`src/rtl/cart_pkg.sv`:
```
// cartridge mapper shared types: header offsets, mapper kinds, register regions, bank state
package cart_pkg;

	// ------------------------------------------------------------------------
	// download header offsets (word addresses)
	// ------------------------------------------------------------------------
	localparam logic [15:0] hdr_type_addr = 16'h0146;  // mapper type in high byte
	localparam logic [15:0] hdr_size_addr = 16'h0148;  // ram size high, rom size low

	// cpu address bits 15:13 regions
	localparam logic [2:0] region_rom_en   = 3'b000;  // 0000-1fff ram enable
	localparam logic [2:0] region_rom_bank = 3'b001;  // 2000-3fff rom bank
	localparam logic [2:0] region_ram_bank = 3'b010;  // 4000-5fff ram bank / rtc select
	localparam logic [2:0] region_mode     = 3'b011;  // 6000-7fff mbc1 mode
	localparam logic [2:0] region_cram     = 3'b101;  // a000-bfff cartridge ram

	localparam logic [3:0] ram_enable_key = 4'hA;

	localparam int rom_bank_w  = 9;   // up to 512 banks on mbc5
	localparam int ram_bank_w  = 4;   // up to 16 banks of 8k
	localparam int cram_addr_w = 17;  // 128k bytes
	localparam int lba_w       = 8;   // 256 sectors of 512 bytes

	typedef enum logic [2:0] {
		mbc_none,
		mbc1,
		mbc2,
		mbc3,
		mbc5
	} mbc_kind_e;

	// decoded header, fixed for the whole run of a cartridge
	typedef struct packed {
		mbc_kind_e             kind;
		logic [rom_bank_w-1:0] rom_mask;
		logic [ram_bank_w-1:0] ram_mask;
		logic [lba_w-1:0]      file_mask;  // index of the last backup sector
		logic                  save_ok;    // battery and something to save
	} cart_info_t;

	// mapper registers as set by the cpu
	typedef struct packed {
		logic [rom_bank_w-1:0] rom_bank;
		logic [ram_bank_w-1:0] ram_bank;
		logic                  mbc1_mode;
		logic                  rtc_mode;  // mbc3 rtc mapped at a000
		logic                  ram_enable;
	} bank_state_t;

	// two views of the cpu address
	typedef union packed {
		struct packed {
			logic [1:0]  quadrant;  // 16k window
			logic        bank_lsb;
			logic [12:0] offset;
		} rom;
		struct packed {
			logic [2:0]  region;  // 8k region
			logic [12:0] offset;
		} rgn;
	} cpu_addr_u;

endpackage
```
`src/rtl/sector_counter.sv`:
```
// sector index of a backup transfer and last sector detect
`timescale 1ns/1ns

module sector_counter (
	input  logic                        clk_sys,
	input  logic                        reset,
	input  logic                        start_i,
	input  logic                        step_i,
	input  logic [cart_pkg::lba_w-1:0]  file_mask_i,
	output logic [cart_pkg::lba_w-1:0]  lba_o,
	output logic                        last_o
);

	always_ff @(posedge clk_sys) begin
		if (reset || start_i)
			lba_o <= '0;  // every transfer begins at sector 0
		else if (step_i)
			lba_o <= lba_o + 1'b1;
	end

	assign last_o = (lba_o == file_mask_i);

endmodule

```
`config.mk`:
```
export PLATFORM = sky130hd
export DESIGN_NAME = sector_counter
export DESIGN_NICKNAME = d
export VERILOG_FILES = /design/src/rtl/cart_pkg.sv /design/src/rtl/sector_counter.sv
export SDC_FILE = /design/constraint.sdc
export NUM_CORES = 1
export LEC_CHECK = 0
export BUFFER_PORTS_ARGS = -buffer_cell sky130_fd_sc_hd__clkbuf_2
export CAP_MARGIN = 20
export CORE_AREA = 2 2 39 41
export CTS_CLUSTER_SIZE = 25
export DETAILED_ROUTE_END_ITERATION = 8
export DIE_AREA = 0 0 41 43
export PLACE_DENSITY = 0.69
export SLEW_MARGIN = 20
export SYNTH_ARGS = -nofsm -noshare
export SYNTH_HDL_FRONTEND = slang
export SYNTH_SLANG_ARGS = --single-unit
```
`constraint.sdc`:
```
create_clock -name clk_sys -period 1.5 [get_ports clk_sys]
set_clock_uncertainty 0.15 [all_clocks]
set_input_delay 0.075 -clock clk_sys [delete_from_list [all_inputs] [get_ports clk_sys]]
set_output_delay 0.075 -clock clk_sys [all_outputs]
set_load 0.01 [all_outputs]
```
Word level (Yosys, flattened, before mapping)
Index checks and enable logic that the tools add are counted.
- reduce and logical (&&, ||, !) cells: 1
- equality and inequality tests: 1
- $add $sub $neg: 1
- operator list (operator ; count):
    $add 8x1->8 const B ; 1
    $eq 8x8->1 ; 1
    $logic_or 1x1->1 ; 1
- input port bits: 12
- bits in registers: 8

Longest topological paths before layout
- word-level depth: 1
- gate-level depth with buffers: 4
- gate-level depth less buffers: 4

Worst setup path after synthesis
Ideal clock, no wire load.
- path type: reg-to-reg
- from: register lba_o[0] (netlist bit)
- to: register lba_o[6] (netlist bit)
- stages on the path, launching flop included: 5
- setup time: 70 ps
- setup slack: 62 ps
- clock period less this slack: 1438 ps
- data arrival time: 1218 ps
- path through: dfxtp_1 ha_1 nand3_1 or3_1 a21oi_1
- longest elaborated chain between the ends: 1
- ends and longest elaborated chain (element ; RTL line ; text):
    start, declared ; sector_counter.sv:10 ; output logic [cart_pkg::lba_w-1:0] lba_o,
    start signal, assigned ; sector_counter.sv:18 ; lba_o <= lba_o + 1'b1;
    $add 8x1->8 ; sector_counter.sv:18 ;
No other way between the ends.
A chain may end at the register's enable or synchronous reset.

Worst setup path after layout
- from: register lba_o[2] (netlist bit)
- to: output last_o
- longest elaborated chain between the ends: 1
- ends and longest elaborated chain (element ; RTL line ; text):
    $eq 8x8->1 ; sector_counter.sv:21 ; assign last_o = (lba_o == file_mask_i);
    end, declared ; sector_counter.sv:11 ; output logic last_o
No other way between the ends.

==> flow_summary.yaml <==
clock_tree:
  clock_sinks: 8
  htree_num_levels: 1
  clock_path_buffers: 2
  clk_latency_ns: 0.25
  post_cts_buffers: 0
  cts_root_buf: "clkbuf_4"
  cts_resized: 0
  clk_pin_slew_ns: 0.06
  cts_tree: "done"
  cts-hold-fix-buffers: 0
  cts_buffers: 3
setup_path:
  crit_type: "reg2out"
  cp-end-kind: "output pin"
  cp.required_ns: 1.27
  crit_arrival_ns: 1.22
  path_max_fanout: 4
  cp-start-kind: "flip-flop"
routing:
  post_drt_wl_per_cell_um: 11.6
  vias_per_cell: 4.80
  drc_errors: 0
  drt-initial-drc-count: 4
  vias: 422
  drt-pass1-iter-count: 4
  ant_nets: 0
  wl_mm: 1.02
grt:
  overflow: 0
  grtUsageTotal_pct: 13.6
  antenna_found_initial: 0
  grt_pass1_vias: 428
  grt_max_degree: 9
  grt_pass1_wl_mm: 1.61
cells_and_area:
  n_antenna_cell: 0
  postLayoutCellArea_sq_um: 599
  drive_gt1_share_pct: 47.2
  largest_reg_flops: 8
  nNetsFinal: 87
  fill_cells: 145
  areaGrowthSynthToFinish_pct: 38.4
  top_register: "lba_o"
  top_regs: "lba_o (8)"
placed_design:
  placed_area_sq_um: 556
  gp_congestion: 0.768
  hpwlAfterDp_um: 754
  dp_slack_ns: 0.0670
  io_buffers: 20
synth:
  async_reset_ff_share_pct: 0
  avgSynthCellArea_sq_um: 8.66
  synthDistinctLibCells: 16
  yosysSeqAreaShare_pct: 37.0
  synth-edff-count: 0
  ys_warn_count: 0
  ys_ff_latch: 8
  netlist_area_sq_um: 433
  syn_nets: 63
  ys.flop_type: "dfxtp_1"
  syn_inst: 50
sta:
  slew_viol_final: 0
  finalSetupViolCount: 0
  min_period_ns: 1.45
  tightest_slew_ns: 0.249
  whs_ns: 0.0233
  min_period_over_period_pct: 96.5
  hold_viol_final: 0
  slew_headroom_pct: 83.4
  fmax_ghz: 0.691
  postLayoutSetupSlackWorst_ns: 0.0531
power_and_ir_drop:
  irDropWorstVdd_mv: 0.328
  p_total_uw: 434
  p_leak_nw: 0.262
  cellPowerDensity_mw_per_mm2: 724
die:
  die_h_um: 43
  start_util_pct: 31.3
  rows: 14
  core_sq_mm: 0.00138
  die_w_um: 41
  dieArea_sq_mm: 0.00176
  io_pins: 21
worst_hold_path:
  hold_class: "in2reg"
status:
  status: "finished clean"
run:
  max-cap-violations: 0
-- stage by stage --
stage                     TNS [ns]  instances  util, %
after CTS                        0         88     41.8
after floorplan                  0         50        -
after global routing       -0.0132         88     43.3
after global placement           0         85     40.1
final                            0         88     43.3
after detailed placement         0         85     40.1
-- critical path, stage by stage (launching register included) --
cell and delay [ns]:
dfxtp_2 0.34, buf_4 0.15, xnor2_2 0.15, nand4_1 0.11, nor2_1 0.09, buf_2 0.13
-- final timing paths --
path / slack, ns / to / cells after the start / from
worst max-delay path: 0.05 / last_o / 5 / lba_o[2]$_SDFFE_PP0P_
worst min-delay path: 0.02 / lba_o[0]$_SDFFE_PP0P_ / 3 / reset
worst max register to register: 0.12 / lba_o[6]$_SDFFE_PP0P_ / 4 / lba_o[1]$_SDFFE_PP0P_
worst min register to register: 0.37 / lba_o[5]$_SDFFE_PP0P_ / 2 / lba_o[5]$_SDFFE_PP0P_
-- placed cells by master, fill, tap and decap left out, types with 2 or more instances in the layout --
| cell type | instances |
|---|---|
| a21oi_1 | 3 |
| buf_4 | 2 |
| clkbuf_2 | 19 |
| clkbuf_4 | 3 |
| dfxtp_1 | 3 |
| dfxtp_2 | 5 |
| nand2_1 | 2 |
| nand3_1 | 2 |
| nand4_1 | 4 |
| nor2_1 | 6 |
| o21ai_0 | 3 |
| or3_1 | 3 |
| xnor2_1 | 7 |
| xnor2_2 | 2 |
| xor2_1 | 3 |
-- cells in the mapped netlist (2+ instances only) --
master    instances  area, sq um
a21oi_1           3         15.0
clkbuf_1          2         7.51
dfxtp_1           8          160
nand2_1           2         7.51
nand3_1           2         10.0
nand4_1           4         25.0
nor2_1            6         22.5
o21ai_0           3         15.0
or3_1             3         18.8
xnor2_1           9         78.8
xor2_1            3         26.3
-- cells by family (layout without fill, tap and decap cells) --
| family | Yosys count | count (layout) | synth area share (%) |
|---|---|---|---|
| muxes | 1 | 1 | 2.31 |
| and+or+nand+nor | 19 | 19 | 23.7 |
| AOI/OAI and AO/OA | 6 | 6 | 6.93 |
| adders and majority gates | 1 | 1 | 2.89 |
| DFF | 8 | 8 | 37.0 |
| buffers and inverters | 3 | 25 | 2.89 |
| xor gates and xnor gates | 12 | 12 | 24.3 |
-- area by class of cell --
cell class	count	area (sq um)	area share [%]
Timing Repair Buffer	22	115	19.2
Clock buffer	3	22.5	3.76
Tap cell	16	20.0	3.34
Sequential cell	8	166	27.8
Multi-Input combinational cell	39	275	45.9
-- power by group --
part	total [mW]	switching, mW	internal [mW]
registers	0.217	0.00201	0.215
clock network	0.165	0.0738	0.0916
logic	0.0518	0.0227	0.0291
total	0.434	0.0985	0.336
-- metal layers --
metal	vias to the layer above	track usage, %	wire length [um]
met2	14	23.1	538
met4	0	10.0	0
met3	0	3.14	75
li1	215	-	-
met5	-	0	0
met1	193	12.9	408
(Power assumes the default switching activity.)
