$ cat src/rtl/cart_pkg.sv
// cartridge mapper shared types: header offsets, mapper kinds, register regions, bank state
package cart_pkg;

	// ------------------------------------------------------------------------
	// download header offsets (word addresses)
	// ------------------------------------------------------------------------
	localparam logic [15:0] hdr_type_addr = 16'h0146;  // mapper type in high byte
	localparam logic [15:0] hdr_size_addr = 16'h0148;  // ram size high, rom size low

	// cpu address bits 15:13 regions
	localparam logic [2:0] region_rom_en   = 3'b000;  // 0000-1fff ram enable
	localparam logic [2:0] region_rom_bank = 3'b001;  // 2000-3fff rom bank
	localparam logic [2:0] region_ram_bank = 3'b010;  // 4000-5fff ram bank / rtc select
	localparam logic [2:0] region_mode     = 3'b011;  // 6000-7fff mbc1 mode
	localparam logic [2:0] region_cram     = 3'b101;  // a000-bfff cartridge ram

	localparam logic [3:0] ram_enable_key = 4'hA;

	localparam int rom_bank_w  = 9;   // up to 512 banks on mbc5
	localparam int ram_bank_w  = 4;   // up to 16 banks of 8k
	localparam int cram_addr_w = 17;  // 128k bytes
	localparam int lba_w       = 8;   // 256 sectors of 512 bytes

	typedef enum logic [2:0] {
		mbc_none,
		mbc1,
		mbc2,
		mbc3,
		mbc5
	} mbc_kind_e;

	// decoded header, fixed for the whole run of a cartridge
	typedef struct packed {
		mbc_kind_e             kind;
		logic [rom_bank_w-1:0] rom_mask;
		logic [ram_bank_w-1:0] ram_mask;
		logic [lba_w-1:0]      file_mask;  // index of the last backup sector
		logic                  save_ok;    // battery and something to save
	} cart_info_t;

	// mapper registers as set by the cpu
	typedef struct packed {
		logic [rom_bank_w-1:0] rom_bank;
		logic [ram_bank_w-1:0] ram_bank;
		logic                  mbc1_mode;
		logic                  rtc_mode;  // mbc3 rtc mapped at a000
		logic                  ram_enable;
	} bank_state_t;

	// two views of the cpu address
	typedef union packed {
		struct packed {
			logic [1:0]  quadrant;  // 16k window
			logic        bank_lsb;
			logic [12:0] offset;
		} rom;
		struct packed {
			logic [2:0]  region;  // 8k region
			logic [12:0] offset;
		} rgn;
	} cpu_addr_u;

endpackage
$ cat src/rtl/cart_header.sv
// cartridge header capture from the download stream and decode of mapper, masks and battery
`timescale 1ns/1ns

module cart_header (
	input  logic                    clk_sys,
	input  logic                    reset,
	input  logic                    dl_active_i,
	input  logic                    dl_wr_i,
	input  logic [24:0]             dl_addr_i,
	input  logic [15:0]             dl_data_i,
	output cart_pkg::cart_info_t    info_o
);

	logic [7:0] type_q;
	logic [7:0] rom_size_q;
	logic [7:0] ram_size_q;
	logic       battery;

	always_ff @(posedge clk_sys) begin
		if (reset) begin
			type_q     <= '0;
			rom_size_q <= '0;
			ram_size_q <= '0;
		end else if (dl_active_i && dl_wr_i) begin
			if (dl_addr_i == 25'(cart_pkg::hdr_type_addr))
				type_q <= dl_data_i[15:8];  // 0x147 sits in the high byte
			if (dl_addr_i == 25'(cart_pkg::hdr_size_addr))
				{ram_size_q, rom_size_q} <= dl_data_i;
		end
	end

	assign battery = type_q inside {8'h03, 8'h06, 8'h09, 8'h0D, 8'h10,
		8'h13, 8'h1B, 8'h1E, 8'h22, 8'hFF};

	// ------------------------------------------------------------------------
	// header decode
	// ------------------------------------------------------------------------
	always_comb begin
		case (type_q) inside
			[8'h01:8'h03]: info_o.kind = cart_pkg::mbc1;
			[8'h05:8'h06]: info_o.kind = cart_pkg::mbc2;
			[8'h0F:8'h13]: info_o.kind = cart_pkg::mbc3;
			[8'h19:8'h1E]: info_o.kind = cart_pkg::mbc5;
			default:       info_o.kind = cart_pkg::mbc_none;  // 32k plain rom
		endcase

		// 2^(n+1) banks for sizes 0..8, odd sizes 0x52-0x54 mirror as 128
		if (rom_size_q <= 8'd8)
			info_o.rom_mask = 9'h1FF >> (4'd8 - rom_size_q[3:0]);
		else
			info_o.rom_mask = 9'd127;

		if (ram_size_q < 8'd3)       info_o.ram_mask = 4'd0;   // one 8k bank at most
		else if (ram_size_q == 8'd3) info_o.ram_mask = 4'd3;   // 32k
		else                         info_o.ram_mask = 4'd15;  // 128k

		if (info_o.kind == cart_pkg::mbc2) info_o.file_mask = 8'h01;  // 512x4 bits
		else if (ram_size_q == 8'd1)      info_o.file_mask = 8'h03;
		else if (ram_size_q == 8'd2)      info_o.file_mask = 8'h0F;
		else if (ram_size_q == 8'd3)      info_o.file_mask = 8'h3F;
		else                              info_o.file_mask = 8'hFF;

		info_o.save_ok = battery && (ram_size_q != 8'd0 || info_o.kind == cart_pkg::mbc2);
	end

endmodule

$ cat config.mk
export PLATFORM = sky130hd
export DESIGN_NAME = cart_header
export DESIGN_NICKNAME = d
export VERILOG_FILES = /design/src/rtl/cart_pkg.sv /design/src/rtl/cart_header.sv
export SDC_FILE = /design/constraint.sdc
export NUM_CORES = 1
export LEC_CHECK = 0
export BUFFER_PORTS_ARGS = -buffer_cell sky130_fd_sc_hd__buf_2
export CORE_MARGIN = 2
export CORE_UTILIZATION = 51
export DETAILED_ROUTE_END_ITERATION = 8
export GPL_TIMING_DRIVEN = 0
export PLACE_DENSITY = 0.84
export RECOVER_POWER = 50
export REMOVE_ABC_BUFFERS = 1
export SLEW_MARGIN = 5
export SYNTH_ARGS = -nofsm -noshare
export SYNTH_HDL_FRONTEND = slang
export SYNTH_SLANG_ARGS = --single-unit
$ cat constraint.sdc
create_clock -name clk_sys -period 5.3 [get_ports clk_sys]
set_clock_uncertainty 0.05 [all_clocks]
set_input_delay 1.325 -clock clk_sys [delete_from_list [all_inputs] [get_ports clk_sys]]
set_output_delay 1.325 -clock clk_sys [all_outputs]
set_load 0.005 [all_outputs]
* Word level (Yosys, flattened, before mapping)
Cells that the tools add are included.
** Cells by class
- Reductions and logical operators :: 11
- Order comparisons :: 10
- Equal/unequal tests :: 16
- Shifts and indexed selects :: 1
- Add/sub/neg operators :: 1
- Multiplexer cells :: 11
** Operators with widths (number)
- equality test 25 x 9 -> 1 bit, second input constant :: 2
- equality test 8 x 5 -> 1 bit, second input constant :: 4
- 2-to-1 mux 8 bit :: 4
- equality test 8 x 2 -> 1 bit, second input constant :: 3
- equality test 8 x 4 -> 1 bit, second input constant :: 2
- less-or-equal comparator 8 x 5 -> 1 bit, second input constant :: 2
- 2-to-1 mux 3 bit :: 4
- nonzero test 10 bit :: 1
- 2-to-1 mux 9 bit :: 1
- right shift 9 x 4 -> 9 bit, first input constant :: 1
- equality test 8 x 1 -> 1 bit, second input constant :: 1
- equality test 8 x 3 -> 1 bit, second input constant :: 1
- equality test 8 x 6 -> 1 bit, second input constant :: 1
- equality test 8 bit, second input constant :: 1
- greater-or-equal comparator 8 x 1 -> 1 bit, second input constant :: 1
- greater-or-equal comparator 8 x 3 -> 1 bit, second input constant :: 1
- greater-or-equal comparator 8 x 4 -> 1 bit, second input constant :: 1
- greater-or-equal comparator 8 x 5 -> 1 bit, second input constant :: 1
- less-or-equal comparator 8 x 2 -> 1 bit, second input constant :: 1
- less-or-equal comparator 8 x 3 -> 1 bit, second input constant :: 1
- less-or-equal comparator 8 x 4 -> 1 bit, second input constant :: 1
- less-than comparator 8 x 2 -> 1 bit, second input constant :: 1
- 2-to-1 mux 4 bit :: 2
- nonzero test 8 bit :: 1
- 5 further kinds :: 11
** Storage, ports and cells
- Output and inout bits :: 25
- Bits of input ports :: 45
- Bits in registers :: 24
- Word-level logic and storage cells :: 53

* Longest topological paths before layout
- Depth after elaboration :: 9
- Gate-level depth with buffers :: 6
- Gate-level depth less buffers :: 6

* Worst setup path before layout
OpenSTA, ideal clock, no wires.
- Kind :: register -> output
- From :: reg rom_size_q[0]
- To :: out info_o[13] (netlist bit)
- Cell stages (with the launch flop) :: 7
- Data required time :: 3925 ps
- Path slack :: 2592 ps
- Data arrival time :: 1333 ps
- Path through :: dfxtp_1 inv_1 ha_1 or2b_2 a21oi_4 nand2_2 or2_1
** RTL lines
- from (decl) :: line cart_header.sv:15 : logic [7:0] rom_size_q;
- from (signal assigned) :: line cart_header.sv:28 : {ram_size_q, rom_size_q} <= dl_data_i;
- to (decl) :: line cart_header.sv:11 : output cart_pkg::cart_info_t info_o

==> results.json <==
{
  "status": "finished clean",
  "fill_cells": 290,
  "drt_iter0_markers": 72,
  "rows": 20,
  "drtAntennaViolNets": 0,
  "seqCellArea_um2": 480,
  "hold_violations": 0,
  "maxSlewViolCount": 0,
  "setup_ws_ns": 2.09,
  "synth_cell_types": 42,
  "hp-class": "register to register",
  "endpoint_kind": "output port",
  "finalInstanceArea_um2": 1920,
  "drive_gt1_share_pct": 33.1,
  "gp_congestion": 0.805,
  "yosysMostFrequentCell": "o21ai_0",
  "max-cap-violations": 0,
  "clock_latency_ns": 0.31,
  "cts_sinks": 24,
  "clockBufferDepth": 2,
  "design.portCount": 70,
  "cts_resized": 0,
  "postCtsSetupRepairBufs": 0,
  "hpwlAfterDp_um": 2650,
  "wl_met2_um": 1650,
  "grt_pass1_vias": 1379,
  "multiInputGateArea_um2": 985,
  "fin_cells": 298,
  "fin_tns_setup_ns": 0,
  "routed.top_layer": "met4",
  "max_freq_mhz": 311,
  "netlist_area_um2": 1640,
  "path_max_fanout": 8,
  "pre_cts_slack_ns": 2.20,
  "antenna_found_initial": 0,
  "fin_crit_ns": 3.21,
  "powerDensity_nw_per_um2": 158,
  "initial_core_util_pct": 53.7,
  "h-tree-depth": 1,
  "tightestPinTransition_ns": 0.805,
  "power_frac_seq_pct": 59.6,
  "die_h_um": 60.7,
  "layout.nets": 304,
  "avgSynthCellArea_um2": 7.96,
  "switchingPower_uw": 65.8,
  "crit_chain": "inv_1, ha_1, or2b_2, a21oi_4, nand2_2, or2_1, buf_2",
  "cp_slowest_cell": "dfxtp_1",
  "ys_seq_area_share_pct": 29.3,
  "worstPathRequired_ns": 3.92,
  "dr_total_vias": 1709,
  "fin_util_pct": 62.9,
  "coreArea_um2": 3050,
  "fin_crit_sh_pct": 60.6,
  "grtUsageTotal_pct": 20.1,
  "max_stage_delay_ns": 0.34,
  "synth_commonest_cells": "o21ai_0 (31), a21oi_1 (29), nand4_1 (26)",
  "synth-edff-count": 0,
  "cp.arrival_ns": 1.84,
  "grt_max_degree": 25,
  "power_leakage_uw": 0.000774,
  "yosys.area.top_type": "dfxtp_1",
  "grt_overflow": 0,
  "met1_length_um": 1680,
  "numCtsBuffers": 3,
  "max-slew-margin-rel_pct": 46.1,
  "cts.clk_slew.worst_paths_ns": 0.12,
  "grt_pass1_wl_um": 5810,
  "cts_root_buffer": "clkbuf_4",
  "drtPass1Iterations": 4,
  "placed_area_um2": 1890,
  "pwr-share-comb_pct": 9.2,
  "rsz0062_at_grt": "no",
  "antennaDiodeCount": 0,
  "power.internal_uw": 237,
  "drc_errors": 0,
  "ys_ff_latch": 24,
  "post-place-cells": 294,
  "netSwitchingFraction_pct": 21.7,
  "fp.dieW_um": 60.7,
  "ir_worst_vdd_uv": 81.3,
  "synth_top_area_share_pct": 29.3,
  "met3_length_um": 279,
  "yosys_warnings": 0,
  "vias_per_cell": 5.73,
  "wire_per_inst_um": 12.1,
  "die-area_um2": 3690,
  "syn_inst": 206,
  "wl_um": 3620,
  "setup_viol": 0,
  "synth_ff_type": "dfxtp_1",
  "pwr-share-clk_pct": 31.2,
  "synthTopCellsByArea": "dfxtp_1 (29%), nand4_1 (9.9%), o21ai_0 (9.5%), a21oi_1 (8.8%), buf_4 (4.6%)",
  "cts_tree": "yes",
  "postCtsHoldBufs": 0,
  "cp-start-kind": "register",
  "critical_path_class": "register to output port",
  "synthArstFlopShare_pct": 0,
  "portBuffers": 68,
  "area_delta_synth_final_pct": 17.0
}
-- cell usage in the layout (no fill, tap or decap), types with 3 or more instances in the layout --
cell type  instances
buf_2             68
o21ai_0           31
a21oi_1           29
nand4_1           26
dfxtp_1           24
inv_1              6
nor3_1             6
nor2b_1            6
nand2_1            5
nor2_1             4
nor3b_1            4
ha_1               4
nor4_1             3
clkbuf_4           3
-- cell families (layout without fill, tap and decap cells) --
group	count (synthesis)	after routing	synth area share (%)
compound gates	66	66	21.6
xor+xnor	4	4	2.14
fa+ha+maj	4	4	3.05
buf+inv	30	78	10.3
flops	24	24	29.3
other cells	1	1	0.229
simple gates	77	77	33.4
-- cell type report --
type	count	area share (%)
Sequential cell	24	25.0
Multi-Input combinational cell	152	51.3
Tap cell	44	2.87
Clock buffer	4	1.89
Inverter	6	1.17
Timing Repair Buffer	68	17.7
-- sequential cells by signal, indices dropped and copies added (netlist names) --
register    cells
ram_size_q      8
rom_size_q      8
type_q          8
-- layer usage --
metal	vias to the layer above	track usage, %
li1	861	-
met1	769	28.7
met2	77	31.0
met3	2	3.20
met4	0	6.52
met5	-	0
-- stage by stage --
stage	hold slack (ns)	power (µW)
final	0.435	303
after global routing	0.461	317
after CTS	0.436	305
after detailed placement	0.418	212
after global placement	0.410	212
after floorplan	0.393	190
-- power by group through the flow --
stage | clock (µW) | combinational [µW] | sequential [µW]
after floorplan | 0 | 5.60 | 184
final | 94.4 | 27.9 | 180
after global placement | 0 | 27.9 | 184
after detailed placement | 0 | 28.0 | 184
after CTS | 96.9 | 28.2 | 180
after global routing | 107 | 30.4 | 180
-- worst max-delay path: cells and delay by family (launching register included) --
family                   cells  cell delay (ns)
AO/OA/AOI/OAI                1             0.23
flip-flops                   1             0.34
adder cells (fa/ha/maj)      1             0.18
AND/OR/NAND/NOR              3             0.60
buffers and inverters        2             0.19
-- final timing paths --
kind	startpoint	endpoint	slack, ns	cells past startpoint
max	rom_size_q[1]	info_o[13]	2.09	7
min	ram_size_q[4]	ram_size_q[4]	0.44	2
max reg2reg	type_q[1]	type_q[1]	4.31	2
min reg2reg	ram_size_q[4]	ram_size_q[4]	0.44	2
Power figures use the tool's default switching activity.
