--- src/rtl/cart_pkg.sv ---
// cartridge mapper shared types: header offsets, mapper kinds, register regions, bank state
package cart_pkg;

	// ------------------------------------------------------------------------
	// download header offsets (word addresses)
	// ------------------------------------------------------------------------
	localparam logic [15:0] hdr_type_addr = 16'h0146;  // mapper type in high byte
	localparam logic [15:0] hdr_size_addr = 16'h0148;  // ram size high, rom size low

	// cpu address bits 15:13 regions
	localparam logic [2:0] region_rom_en   = 3'b000;  // 0000-1fff ram enable
	localparam logic [2:0] region_rom_bank = 3'b001;  // 2000-3fff rom bank
	localparam logic [2:0] region_ram_bank = 3'b010;  // 4000-5fff ram bank / rtc select
	localparam logic [2:0] region_mode     = 3'b011;  // 6000-7fff mbc1 mode
	localparam logic [2:0] region_cram     = 3'b101;  // a000-bfff cartridge ram

	localparam logic [3:0] ram_enable_key = 4'hA;

	localparam int rom_bank_w  = 9;   // up to 512 banks on mbc5
	localparam int ram_bank_w  = 4;   // up to 16 banks of 8k
	localparam int cram_addr_w = 17;  // 128k bytes
	localparam int lba_w       = 8;   // 256 sectors of 512 bytes

	typedef enum logic [2:0] {
		mbc_none,
		mbc1,
		mbc2,
		mbc3,
		mbc5
	} mbc_kind_e;

	// decoded header, fixed for the whole run of a cartridge
	typedef struct packed {
		mbc_kind_e             kind;
		logic [rom_bank_w-1:0] rom_mask;
		logic [ram_bank_w-1:0] ram_mask;
		logic [lba_w-1:0]      file_mask;  // index of the last backup sector
		logic                  save_ok;    // battery and something to save
	} cart_info_t;

	// mapper registers as set by the cpu
	typedef struct packed {
		logic [rom_bank_w-1:0] rom_bank;
		logic [ram_bank_w-1:0] ram_bank;
		logic                  mbc1_mode;
		logic                  rtc_mode;  // mbc3 rtc mapped at a000
		logic                  ram_enable;
	} bank_state_t;

	// two views of the cpu address
	typedef union packed {
		struct packed {
			logic [1:0]  quadrant;  // 16k window
			logic        bank_lsb;
			logic [12:0] offset;
		} rom;
		struct packed {
			logic [2:0]  region;  // 8k region
			logic [12:0] offset;
		} rgn;
	} cpu_addr_u;

endpackage
--- src/rtl/backup_fsm.sv ---
// backup ram load and save sequencer with storage request handshake and pending save tracking
`timescale 1ns/1ns

module backup_fsm (
	input  logic                  clk_sys,
	input  logic                  reset,
	input  logic                  dl_active_i,
	input  logic                  img_mounted_i,
	input  logic                  img_readonly_i,
	input  logic                  img_nonzero_i,
	input  logic                  load_req_i,
	input  logic                  save_req_i,
	input  logic                  osd_status_i,
	input  logic                  autosave_en_i,
	input  logic                  cram_wr_i,
	input  cart_pkg::cart_info_t  info_i,
	input  logic                  sd_ack_i,
	input  logic                  last_i,
	output logic                  sd_rd_o,
	output logic                  sd_wr_o,
	output logic                  busy_o,
	output logic                  sav_pending_o,
	output logic                  start_o,
	output logic                  step_o
);

	typedef enum logic [1:0] {
		st_idle,
		st_request,   // request level up, waiting for ack
		st_transfer,  // sector streaming while ack high
		st_next       // advance to the next sector
	} state_e;

	state_e state;
	logic   bk_ena;    // a writable image is mounted
	logic   loading;   // direction of the running transfer
	logic   old_dl;
	logic   old_load;
	logic   old_save;
	logic   autosave;
	logic   load_go;
	logic   save_go;

	assign autosave = sav_pending_o & osd_status_i & autosave_en_i;
	assign load_go  = bk_ena & ((load_req_i & ~old_load) |
		(old_dl & ~dl_active_i & img_nonzero_i));  // end of download reloads
	assign save_go  = bk_ena & (save_req_i | autosave) & ~old_save;

	assign start_o = (state == st_idle) & (load_go | save_go);
	assign step_o  = (state == st_next);
	assign busy_o  = (state != st_idle);

	always_ff @(posedge clk_sys) begin
		if (reset) begin
			state         <= st_idle;
			bk_ena        <= 1'b0;
			loading       <= 1'b0;
			old_dl        <= 1'b0;
			old_load      <= 1'b0;
			old_save      <= 1'b0;
			sd_rd_o       <= 1'b0;
			sd_wr_o       <= 1'b0;
			sav_pending_o <= 1'b0;
		end else begin
			old_dl   <= dl_active_i;
			old_load <= load_req_i;
			old_save <= save_req_i | autosave;

			if (!old_dl && dl_active_i) bk_ena <= 1'b0;  // new cartridge
			if (dl_active_i && img_mounted_i && !img_readonly_i) bk_ena <= 1'b1;

			if (cram_wr_i && !osd_status_i && info_i.save_ok)
				sav_pending_o <= 1'b1;
			else if (start_o)
				sav_pending_o <= 1'b0;

			case (state)
				st_idle:
					if (start_o) begin
						loading <= load_go;  // load wins over save
						sd_rd_o <= load_go;
						sd_wr_o <= ~load_go;
						state   <= st_request;
					end
				st_request:
					if (sd_ack_i) begin
						sd_rd_o <= 1'b0;
						sd_wr_o <= 1'b0;
						state   <= st_transfer;
					end
				st_transfer:
					if (!sd_ack_i) state <= last_i ? st_idle : st_next;
				st_next: begin
					sd_rd_o <= loading;
					sd_wr_o <= ~loading;
					state   <= st_request;
				end
				default: state <= st_idle;
			endcase
		end
	end

endmodule

--- config.mk ---
export PLATFORM = sky130hd
export DESIGN_NAME = backup_fsm
export DESIGN_NICKNAME = d
export VERILOG_FILES = /design/src/rtl/cart_pkg.sv /design/src/rtl/backup_fsm.sv
export SDC_FILE = /design/constraint.sdc
export NUM_CORES = 1
export LEC_CHECK = 0
export ABC_AREA = 1
export BUFFER_PORTS_ARGS = -buffer_cell sky130_fd_sc_hd__buf_2
export CAP_MARGIN = 15
export CORE_UTILIZATION = 38
export DETAILED_ROUTE_END_ITERATION = 16
export PLACE_DENSITY_LB_ADDON = 0.25
export SLEW_MARGIN = 10
export SYNTH_ARGS = -nofsm -noshare
export SYNTH_HDL_FRONTEND = slang
export SYNTH_SLANG_ARGS = --single-unit
--- constraint.sdc ---
create_clock -name clk_sys -period 1.4 [get_ports clk_sys]
set_clock_uncertainty 0.05 [all_clocks]
set_input_delay 0.35 -clock clk_sys [delete_from_list [all_inputs] [get_ports clk_sys]]
set_output_delay 0.35 -clock clk_sys [all_outputs]
set_load 0.01 [all_outputs]
# == Word-level counts from Yosys, hierarchy flattened ==
# Cells that the tools add are included.
# totals
reg_bits,10
latchBits,0
ram_bits,0
romBits,0
inputBits,38
out_inout_bits,6
mem_count,0
# op_classes
add_sub_neg,0
n_mul,0
div,0
magnitude_cmp,0
n_eq_ne,6
shifts,0
mux,14
n_bitwise,17
reduce_logical,16
# op_table
operator,count
$and 1x1->1,9
$mux 2,4
$pmux 2 s4,1
$mux 1,7
$ne 2x2->1 const B,3
$pmux 1 s3,2
$reduce_and 3->1,2
$reduce_bool 2->1,3
$logic_and 1x1->1,5
$not 1->1,5
$eq 2x2->1 const B,2
$logic_not 1->1,3
$or 1x1->1,3
$reduce_bool 3->1,1
$eq 2x1->1 const B,1
$logic_not 2->1,1
$reduce_and 2->1,1

# == Depth between registers and ports, before layout ==
# Gate-level depths: netlist of run 1.
# logic_depth
depth_word,9
mapped_depth,9
depth_no_buf,9

# == Worst setup path before layout of run 1 ==
# Ideal clock, no wire load.
# synth_path
path_type,register to register
start,reg state[1]
end,reg sd_rd_o
setup_ps,114
t_arrival_ps,1137
required_ps,1236
slack_ps,99
path_stages_with_launch,8
n_path_buf,0
path_cell_list,dfxtp_1 -> ha_1 -> inv_1 -> or2_0 -> o21ai_0 -> a21oi_1 -> nor2_1 -> nor2_2
# synth_via
word_cells_on_any_way,9
classes_between,eq/ne (4); mux (1); bitwise (1); reduce/logical (3)
# synth_rtl
item,line,source
from (decl),backup_fsm.sv:34,state_e state;
from (signal assigned),backup_fsm.sv:55,state <= st_idle;
from (signal assigned),backup_fsm.sv:83,state <= st_request;
from (signal assigned),backup_fsm.sv:89,state <= st_transfer;
$eq 2x2->1 *,-,
via step_o,backup_fsm.sv:24,output logic step_o
$reduce_bool 3->1 (no source line),-,
$reduce_and 3->1 (no source line),-,
to (signal assigned),backup_fsm.sv:81,sd_rd_o <= load_go;
to (signal assigned),backup_fsm.sv:94,sd_rd_o <= loading;
to (decl),backup_fsm.sv:19,"output logic sd_rd_o,"
# The timed path passes the listed nets; every way through them passes the cells marked *.
# A chain may end at the register's enable or synchronous reset.

# == Final worst setup path of run 1 ==
# layout_path
start,reg bk_ena
end,out start_o
# layout_via
elab_chain_cells,4
word_cells_on_any_way,5
classes_between,bitwise (5)
# layout_lines
item,line,source
from (decl),backup_fsm.sv:35,logic bk_ena;
from (signal assigned),backup_fsm.sv:56,bk_ena <= 1'b0;
from (signal assigned),backup_fsm.sv:69,if (!old_dl && dl_active_i) bk_ena <= 1'b0;
from (signal assigned),backup_fsm.sv:70,if (dl_active_i && img_mounted_i && !img_readonly_i) bk_ena <= 1'b1;
$and 1x1->1 (2 in series),backup_fsm.sv:47,assign save_go = bk_ena & (save_req_i | autosave) & ~old_save;
$or 1x1->1 *,backup_fsm.sv:49,assign start_o = (state == st_idle) & (load_go | save_go);
$and 1x1->1 *,backup_fsm.sv:49,
to (decl),backup_fsm.sv:23,"output logic start_o,"
# Every way passes the cells marked *; elsewhere a longest branch is shown, timed or not.

==> results.sh, run 1 <==
export IMPL_status="complete, but fails checks"
export IMPL_violations="negative setup slack"
export IMPL_start_util=0.429
export IMPL_period_needed_ns=1.49
export IMPL_yosysWarningCount=0
export IMPL_htreeDepth=1
export IMPL_die_h_um=41.5
export IMPL_fin_tns_setup_ns=-0.0979
export IMPL_ir_worst_vdd_uv=803
export IMPL_dp_cells=121
export IMPL_grt_pass1_vias=562
export IMPL_layout_setup_ws_ns=-0.0934
export IMPL_gp_congestion=0.689
export IMPL_cts_buffers=3
export IMPL_worst_slew_pin_slew_ns=0.182
export IMPL_globalRouteOverflowTotal=0
export IMPL_design_core_area_um2=1380
export IMPL_critPathLaunchType="flop"
export IMPL_io_pins=44
export IMPL_wl_per_cell_um=9.78
export IMPL_worstSetupPathType="flop to output port"
export IMPL_yosys_area_top_type_share=0.338
export IMPL_hp_class="input port to flop"
export IMPL_arrival_ns=1.09
export IMPL_hold_violations=0
export IMPL_powerDensity_nw_per_um2=1760
export IMPL_detail_route_antenna_nets=0
export IMPL_grt_use_met3=0.0652
export IMPL_root_buffer="clkbuf_4"
export IMPL_drv_cap=0
export IMPL_firstDrtPassIters=4
export IMPL_whs_endpoint="old_load"
export IMPL_layout_cells_non_filler=129
export IMPL_antenna_found_initial=0
export IMPL_reg2reg_depth=7
export IMPL_netlist_instances=82
export IMPL_grt_start_max_net_pins=8
export IMPL_die_area_um2=1720
export IMPL_io_buffers=19
export IMPL_clk_pin_slew_ns=0.06
export IMPL_grt_util_all_layers=0.159
export IMPL_vias_per_cell=4.56
export IMPL_cts_sinks=10
export IMPL_p_leak_nw=0.453
export IMPL_max_flop_register="state"
export IMPL_clock_path_buffers=2
export IMPL_fin_nets=158
export IMPL_synth_cell_types=17
export IMPL_cts_hold_buffers=0
export IMPL_worstHoldStart="load_req_i"
export IMPL_worst_path_max_fanout=4
export IMPL_drt_initial_drc_count=5
export IMPL_synth_top_area_cell="dfxtp_1"
export IMPL_insertion_delay_ns=0.27
export IMPL_gr_usage_met2=0.269
export IMPL_routed_wl_mm=1.26
export IMPL_grt_util_met1=0.186
export IMPL_rows=13
export IMPL_die_w_um=41.5
export IMPL_syn_avg_cell_area_um2=7.23
export IMPL_area_growth_pct=43.7
export IMPL_timing_slew_headroom=0.878
export IMPL_finalSetupViolCount=2
export IMPL_r2r_start="state[1]"
export IMPL_synth_seq_area_share=0.338
export IMPL_synthTopCellsByArea="dfxtp_1 (34%), ha_1 (11%), nand2_1 (10%), inv_1 (7.6%), nand2_2 (6.3%)"
export IMPL_syn_nets=125
export IMPL_cp_required_ns=1.00
export IMPL_grt_busiest_layer="met2"
export IMPL_min_path_cells=3
export IMPL_syn_area_um2=593
export IMPL_antenna_cells=0
export IMPL_vias=588
export IMPL_slew_viol_final=0
export IMPL_end_kind="output port"
export IMPL_finalCritPeriodShare=1.07
export IMPL_place_hpwl_um=930
export IMPL_largest_reg_flops=2
export IMPL_r2r_end="sd_rd_o"
export IMPL_grt_pass1_wl_mm=2.14
export IMPL_r2r_slack_ns=0.08
export IMPL_fmax_mhz=670
export IMPL_rsz0062_at_grt="true"
export IMPL_ys_ff_latch=10
export IMPL_drive_gt1_frac=0.526
export IMPL_cts_tree="done"
export IMPL_crit_start="bk_ena"
export IMPL_drc=0
## worst max-delay path, stage by stage, from the launching register on
cell and delay, ns:
dfxtp_4 0.36, buf_4 0.13, nand2_2 0.07, nand2_2 0.05, nand2_2 0.06, inv_1 0.03
buf_2 0.12
## synthesized netlist by cell type
| library cell | number |
|---|---|
| nand2_1 | 16 |
| inv_1 | 12 |
| dfxtp_1 | 10 |
| nor2_1 | 10 |
| nand2_2 | 6 |
| a21oi_1 | 5 |
| ha_1 | 5 |
| inv_2 | 3 |
| nand3_1 | 3 |
| nand3_2 | 2 |
| nand3b_1 | 2 |
| nor2_2 | 2 |
| o21ai_0 | 2 |
| a21boi_0 | 1 |
| a21oi_4 | 1 |
| nor2_4 | 1 |
| or2_0 | 1 |
## where the power goes
| group | internal (W) | total (W) | switching, W | leakage [nW] |
|---|---|---|---|---|
| Sequential | 0.000362 | 0.000409 | 0.0000471 | 0.0849 |
| Combinational | 0.000368 | 0.000826 | 0.000458 | 0.347 |
| Clock | 0.000158 | 0.000264 | 0.000106 | 0.0210 |
| Total | 0.000887 | 0.00150 | 0.000611 | 0.453 |
## how the worst max path moves through the flow
| stage | slack (ns) | endpoint |
|---|---|---|
| 5_1_grt | -0.16 | start_o |
| 3_3_place_gp | 0.02 | start_o |
| 2_1_floorplan | 0.1 | sd_rd_o |
| 4_1_cts | -0.09 | start_o |
| 3_5_place_dp | 0.02 | start_o |
| 6_report | -0.09 | start_o |
## per-stage QoR
stage / instance area, µm² / power (W) / hold WS (ns) / worst slack [ns] / utilization
final: 852 / 0.00150 / 0.254 / -0.0934 / 0.616
after global routing: 852 / 0.00163 / 0.257 / -0.156 / 0.616
after CTS: 842 / 0.00146 / 0.249 / -0.0928 / 0.609
after detailed placement: 744 / 0.00111 / 0.409 / 0.0221 / 0.538
after global placement: 744 / 0.00109 / 0.403 / 0.0203 / 0.538
after floorplan: 593 / 0.000892 / 0.369 / 0.0987 / -
## cell families (layout without fill, tap and decap cells)
| family | Yosys count | count (layout) | synth area share |
|---|---|---|---|
| buf+inv | 15 | 47 | 0.0949 |
| flops | 10 | 10 | 0.338 |
| simple gates | 43 | 43 | 0.363 |
| fa+ha+maj | 5 | 5 | 0.105 |
| compound gates | 9 | 9 | 0.0992 |
## area by class of cell
type / count / area (µm²)
clock buffer: 4 / 36.3
inverter: 15 / 58.8
sequential: 10 / 211
fill: 128 / 531
timing repair buffer: 28 / 163
tap: 15 / 18.8
multi-input combinational: 57 / 364
## placed cells by master, fill, tap and decap left out
cell	n
inv_4	1
nor2_1	9
nor2_4	1
a21boi_0	1
buf_2	19
nand3_1	2
buf_4	9
nand2_2	9
inv_1	10
a21oi_1	5
clkbuf_4	3
dfxtp_4	2
dfxtp_2	3
nand3_2	3
o21ai_0	2
nand3b_1	2
ha_1	4
dfxtp_1	5
nor2_2	3
inv_2	4
clkbuf_8	1
or2_0	1
a21oi_4	1
nand2_1	13
ha_4	1
## routing by layer
metal / vias to the layer above / part of all wire
met1: 251 / 0.42
met2: 24 / 0.50
met5: - / 0
met3: 0 / 0.087
li1: 313 / -
met4: 0 / 0
## what timing repair did
action | in CTS | in global routing
buffers inserted | 5 | 0
gates resized for setup | 10 | 7
hold endpoints to repair | 0 | 0
endpoints found under the setup margin | 2 | 6
pin swaps | 2 | 5
Note: power is estimated with default switching activity, not from simulation.
==> inputs of run 2 (changes only) <==
Settings changed: CTS_BUF_LIST from default to sky130_fd_sc_hd__clkbuf_16.
==> run 2 against run 1 <==
  * The flow still finishes with violations (negative setup slack)
  * Critical path depth is 1 higher
  * Clock-buffer cell count is 1 lower
  * Cell count is 0.78% higher
  * Sequential power is 2% higher
  * Non-clock buffer count is 1 higher
  * Wire length is 4.0% higher
  * Global-route usage is 1.1 points higher
  * Worst hold slack better by 0.035 ns
  * Fmax is 2.9% higher
  * Design area is 6.8% higher
  * Critical path type unchanged
  * Critical endpoint unchanged
  * Largest power group unchanged
==> results.sh, run 2 (synthesis results as in run 1) <==
export IMPL_drc=0
export IMPL_reg2reg_depth=11
export IMPL_die_h_um=41.5
export IMPL_insertion_delay_ns=0.24
export IMPL_fmax_mhz=689
export IMPL_rsz0062_at_grt="true"
export IMPL_clock_power_share=0.289
export IMPL_area_growth_pct=53.4
export IMPL_timing_slew_headroom=0.897
export IMPL_p_sw_w=0.000637
export IMPL_max_flop_register="state"
export IMPL_hp_class="input port to flop"
export IMPL_gp_congestion=0.689
export IMPL_path_depth=7
export IMPL_cts_tree="done"
export IMPL_r2r_slack_ns=-0.04
export IMPL_root_buffer="clkbuf_16"
export IMPL_critPathLaunchType="flop"
export IMPL_slew_viol_final=0
export IMPL_layout_cells_non_filler=130
export IMPL_powerDensity_nw_per_um2=1930
export IMPL_combPwrFrac=0.474
export IMPL_crit_path_frequent_cell="nand2_2"
export IMPL_fin_tns_setup_ns=-0.120
export IMPL_io_buffers=19
export IMPL_grt_pass1_vias=579
export IMPL_vias=604
export IMPL_clk_pin_slew_ns=0.04
export IMPL_wl_per_cell_um=10.1
export IMPL_cp_cell_sequence="nand3_2 -> nand2_2 -> nand2_2 -> nand2_2 -> nand2_2 -> inv_2 -> buf_6"
export IMPL_cp_required_ns=1.00
export IMPL_detail_route_antenna_nets=0
export IMPL_internal_power_w=0.00112
export IMPL_worstSetupPathType="flop to output port"
export IMPL_finalCritPeriodShare=1.04
export IMPL_slowest_delay_ns=0.32
export IMPL_fin_nets=159
export IMPL_swShare=0.363
export IMPL_drt_initial_drc_count=5
export IMPL_whs_ns=0.289
export IMPL_routed_wl_mm=1.31
export IMPL_layout_setup_ws_ns=-0.0510
export IMPL_firstDrtPassIters=4
export IMPL_rows=13
export IMPL_antenna_cells=0
export IMPL_violations="negative setup slack"
export IMPL_vias_per_cell=4.65
export IMPL_end_kind="output port"
export IMPL_p_leak_nw=0.472
export IMPL_worst_slew_pin_slew_ns=0.153
export IMPL_postLayoutCoreUtil=0.658
export IMPL_largest_reg_flops=2
export IMPL_finalSetupViolCount=3
export IMPL_status="complete, but fails checks"
export IMPL_start_util=0.429
export IMPL_hold_violations=0
export IMPL_cp_top_family="simple AND/OR/NAND/NOR gates"
export IMPL_mostFrequentLayoutCell="buf_2"
export IMPL_io_pins=44
export IMPL_design_core_area_um2=1380
export IMPL_die_w_um=41.5
export IMPL_place_hpwl_um=930
export IMPL_arrival_ns=1.05
export IMPL_ir_worst_vdd_uv=1180
export IMPL_antenna_found_initial=0
export IMPL_dp_cells=121
export IMPL_period_needed_ns=1.45
export IMPL_share_seq_of_total_power=0.237
export IMPL_globalRouteOverflowTotal=0
export IMPL_worst_path_max_fanout=2
export IMPL_drv_cap=0
export IMPL_htreeDepth=1
export IMPL_final_cell_mix="buf_2 (18), nand2_1 (13), buf_4 (10)"
export IMPL_die_area_um2=1720
export IMPL_min_path_cells=3
export IMPL_finalPower_w=0.00176
export IMPL_slowest_stage="dfxtp_2"
export IMPL_drive_gt1_frac=0.557
export IMPL_grt_pass1_wl_mm=2.28
export IMPL_grt_util_all_layers=0.170
export IMPL_clock_path_buffers=2
export IMPL_cp_num_buf_inv=2
export IMPL_grt_start_max_net_pins=8
export IMPL_cts_buffers=3
export IMPL_cts_sinks=10
-- run 2: worst min-delay path: stages --
cell and delay, ns:
buf_2 0.11, inv_1 0.05, nor2_1 0.03
-- run 2: area by class of cell --
| cell class | count | area [µm²] |
|---|---|---|
| Multi-Input combinational cell | 57 | 367 |
| Sequential cell | 10 | 210 |
| Timing Repair Buffer | 29 | 176 |
| Inverter | 15 | 58.8 |
| Fill cell | 110 | 473 |
| Clock inverter | 1 | 3.75 |
| Tap cell | 15 | 18.8 |
| Clock buffer | 3 | 75.1 |
-- run 2: timing repair --
item | CTS | global route
setup buffers | 4 | 1
pin swaps | 2 | 9
gates resized for setup | 10 | 11
hold endpoints to repair | 0 | 0
gates cloned | 0 | 0
endpoints found under the setup margin | 2 | 6
hold buffers | 0 | 0
-- run 2: power by group through the flow --
stage          clock [W]  combinational, W  sequential, W
3_3_place_gp           0          0.000689       0.000398
5_1_grt         0.000528          0.000929       0.000426
2_1_floorplan          0          0.000482       0.000409
3_5_place_dp           0          0.000712       0.000399
4_1_cts         0.000517          0.000770       0.000406
6_report        0.000508          0.000831       0.000416
-- run 2: through the flow --
stage | setup slack [ns] | instance area [µm²]
5_1_grt | -0.110 | 910
6_report | -0.0510 | 910
2_1_floorplan | 0.0987 | 593
4_1_cts | -0.0489 | 877
3_5_place_dp | 0.0221 | 744
3_3_place_gp | 0.0203 | 744
-- run 2: final timing paths --
| check | endpoint | start |
|---|---|---|
| worst max register to register | sav_pending_o | old_dl |
| worst min register to register | loading | loading |
| worst min-delay path | old_load | load_req_i |
| worst max-delay path | start_o | old_dl |
-- run 2: routing by layer --
layer  part of all wire  global-route usage  vias up
li1                   -                   -      316
met1               0.44               0.189      271
met2               0.51               0.303       17
met3              0.049              0.0783        0
met4                  0              0.0194        0
met5                  0                   0        -
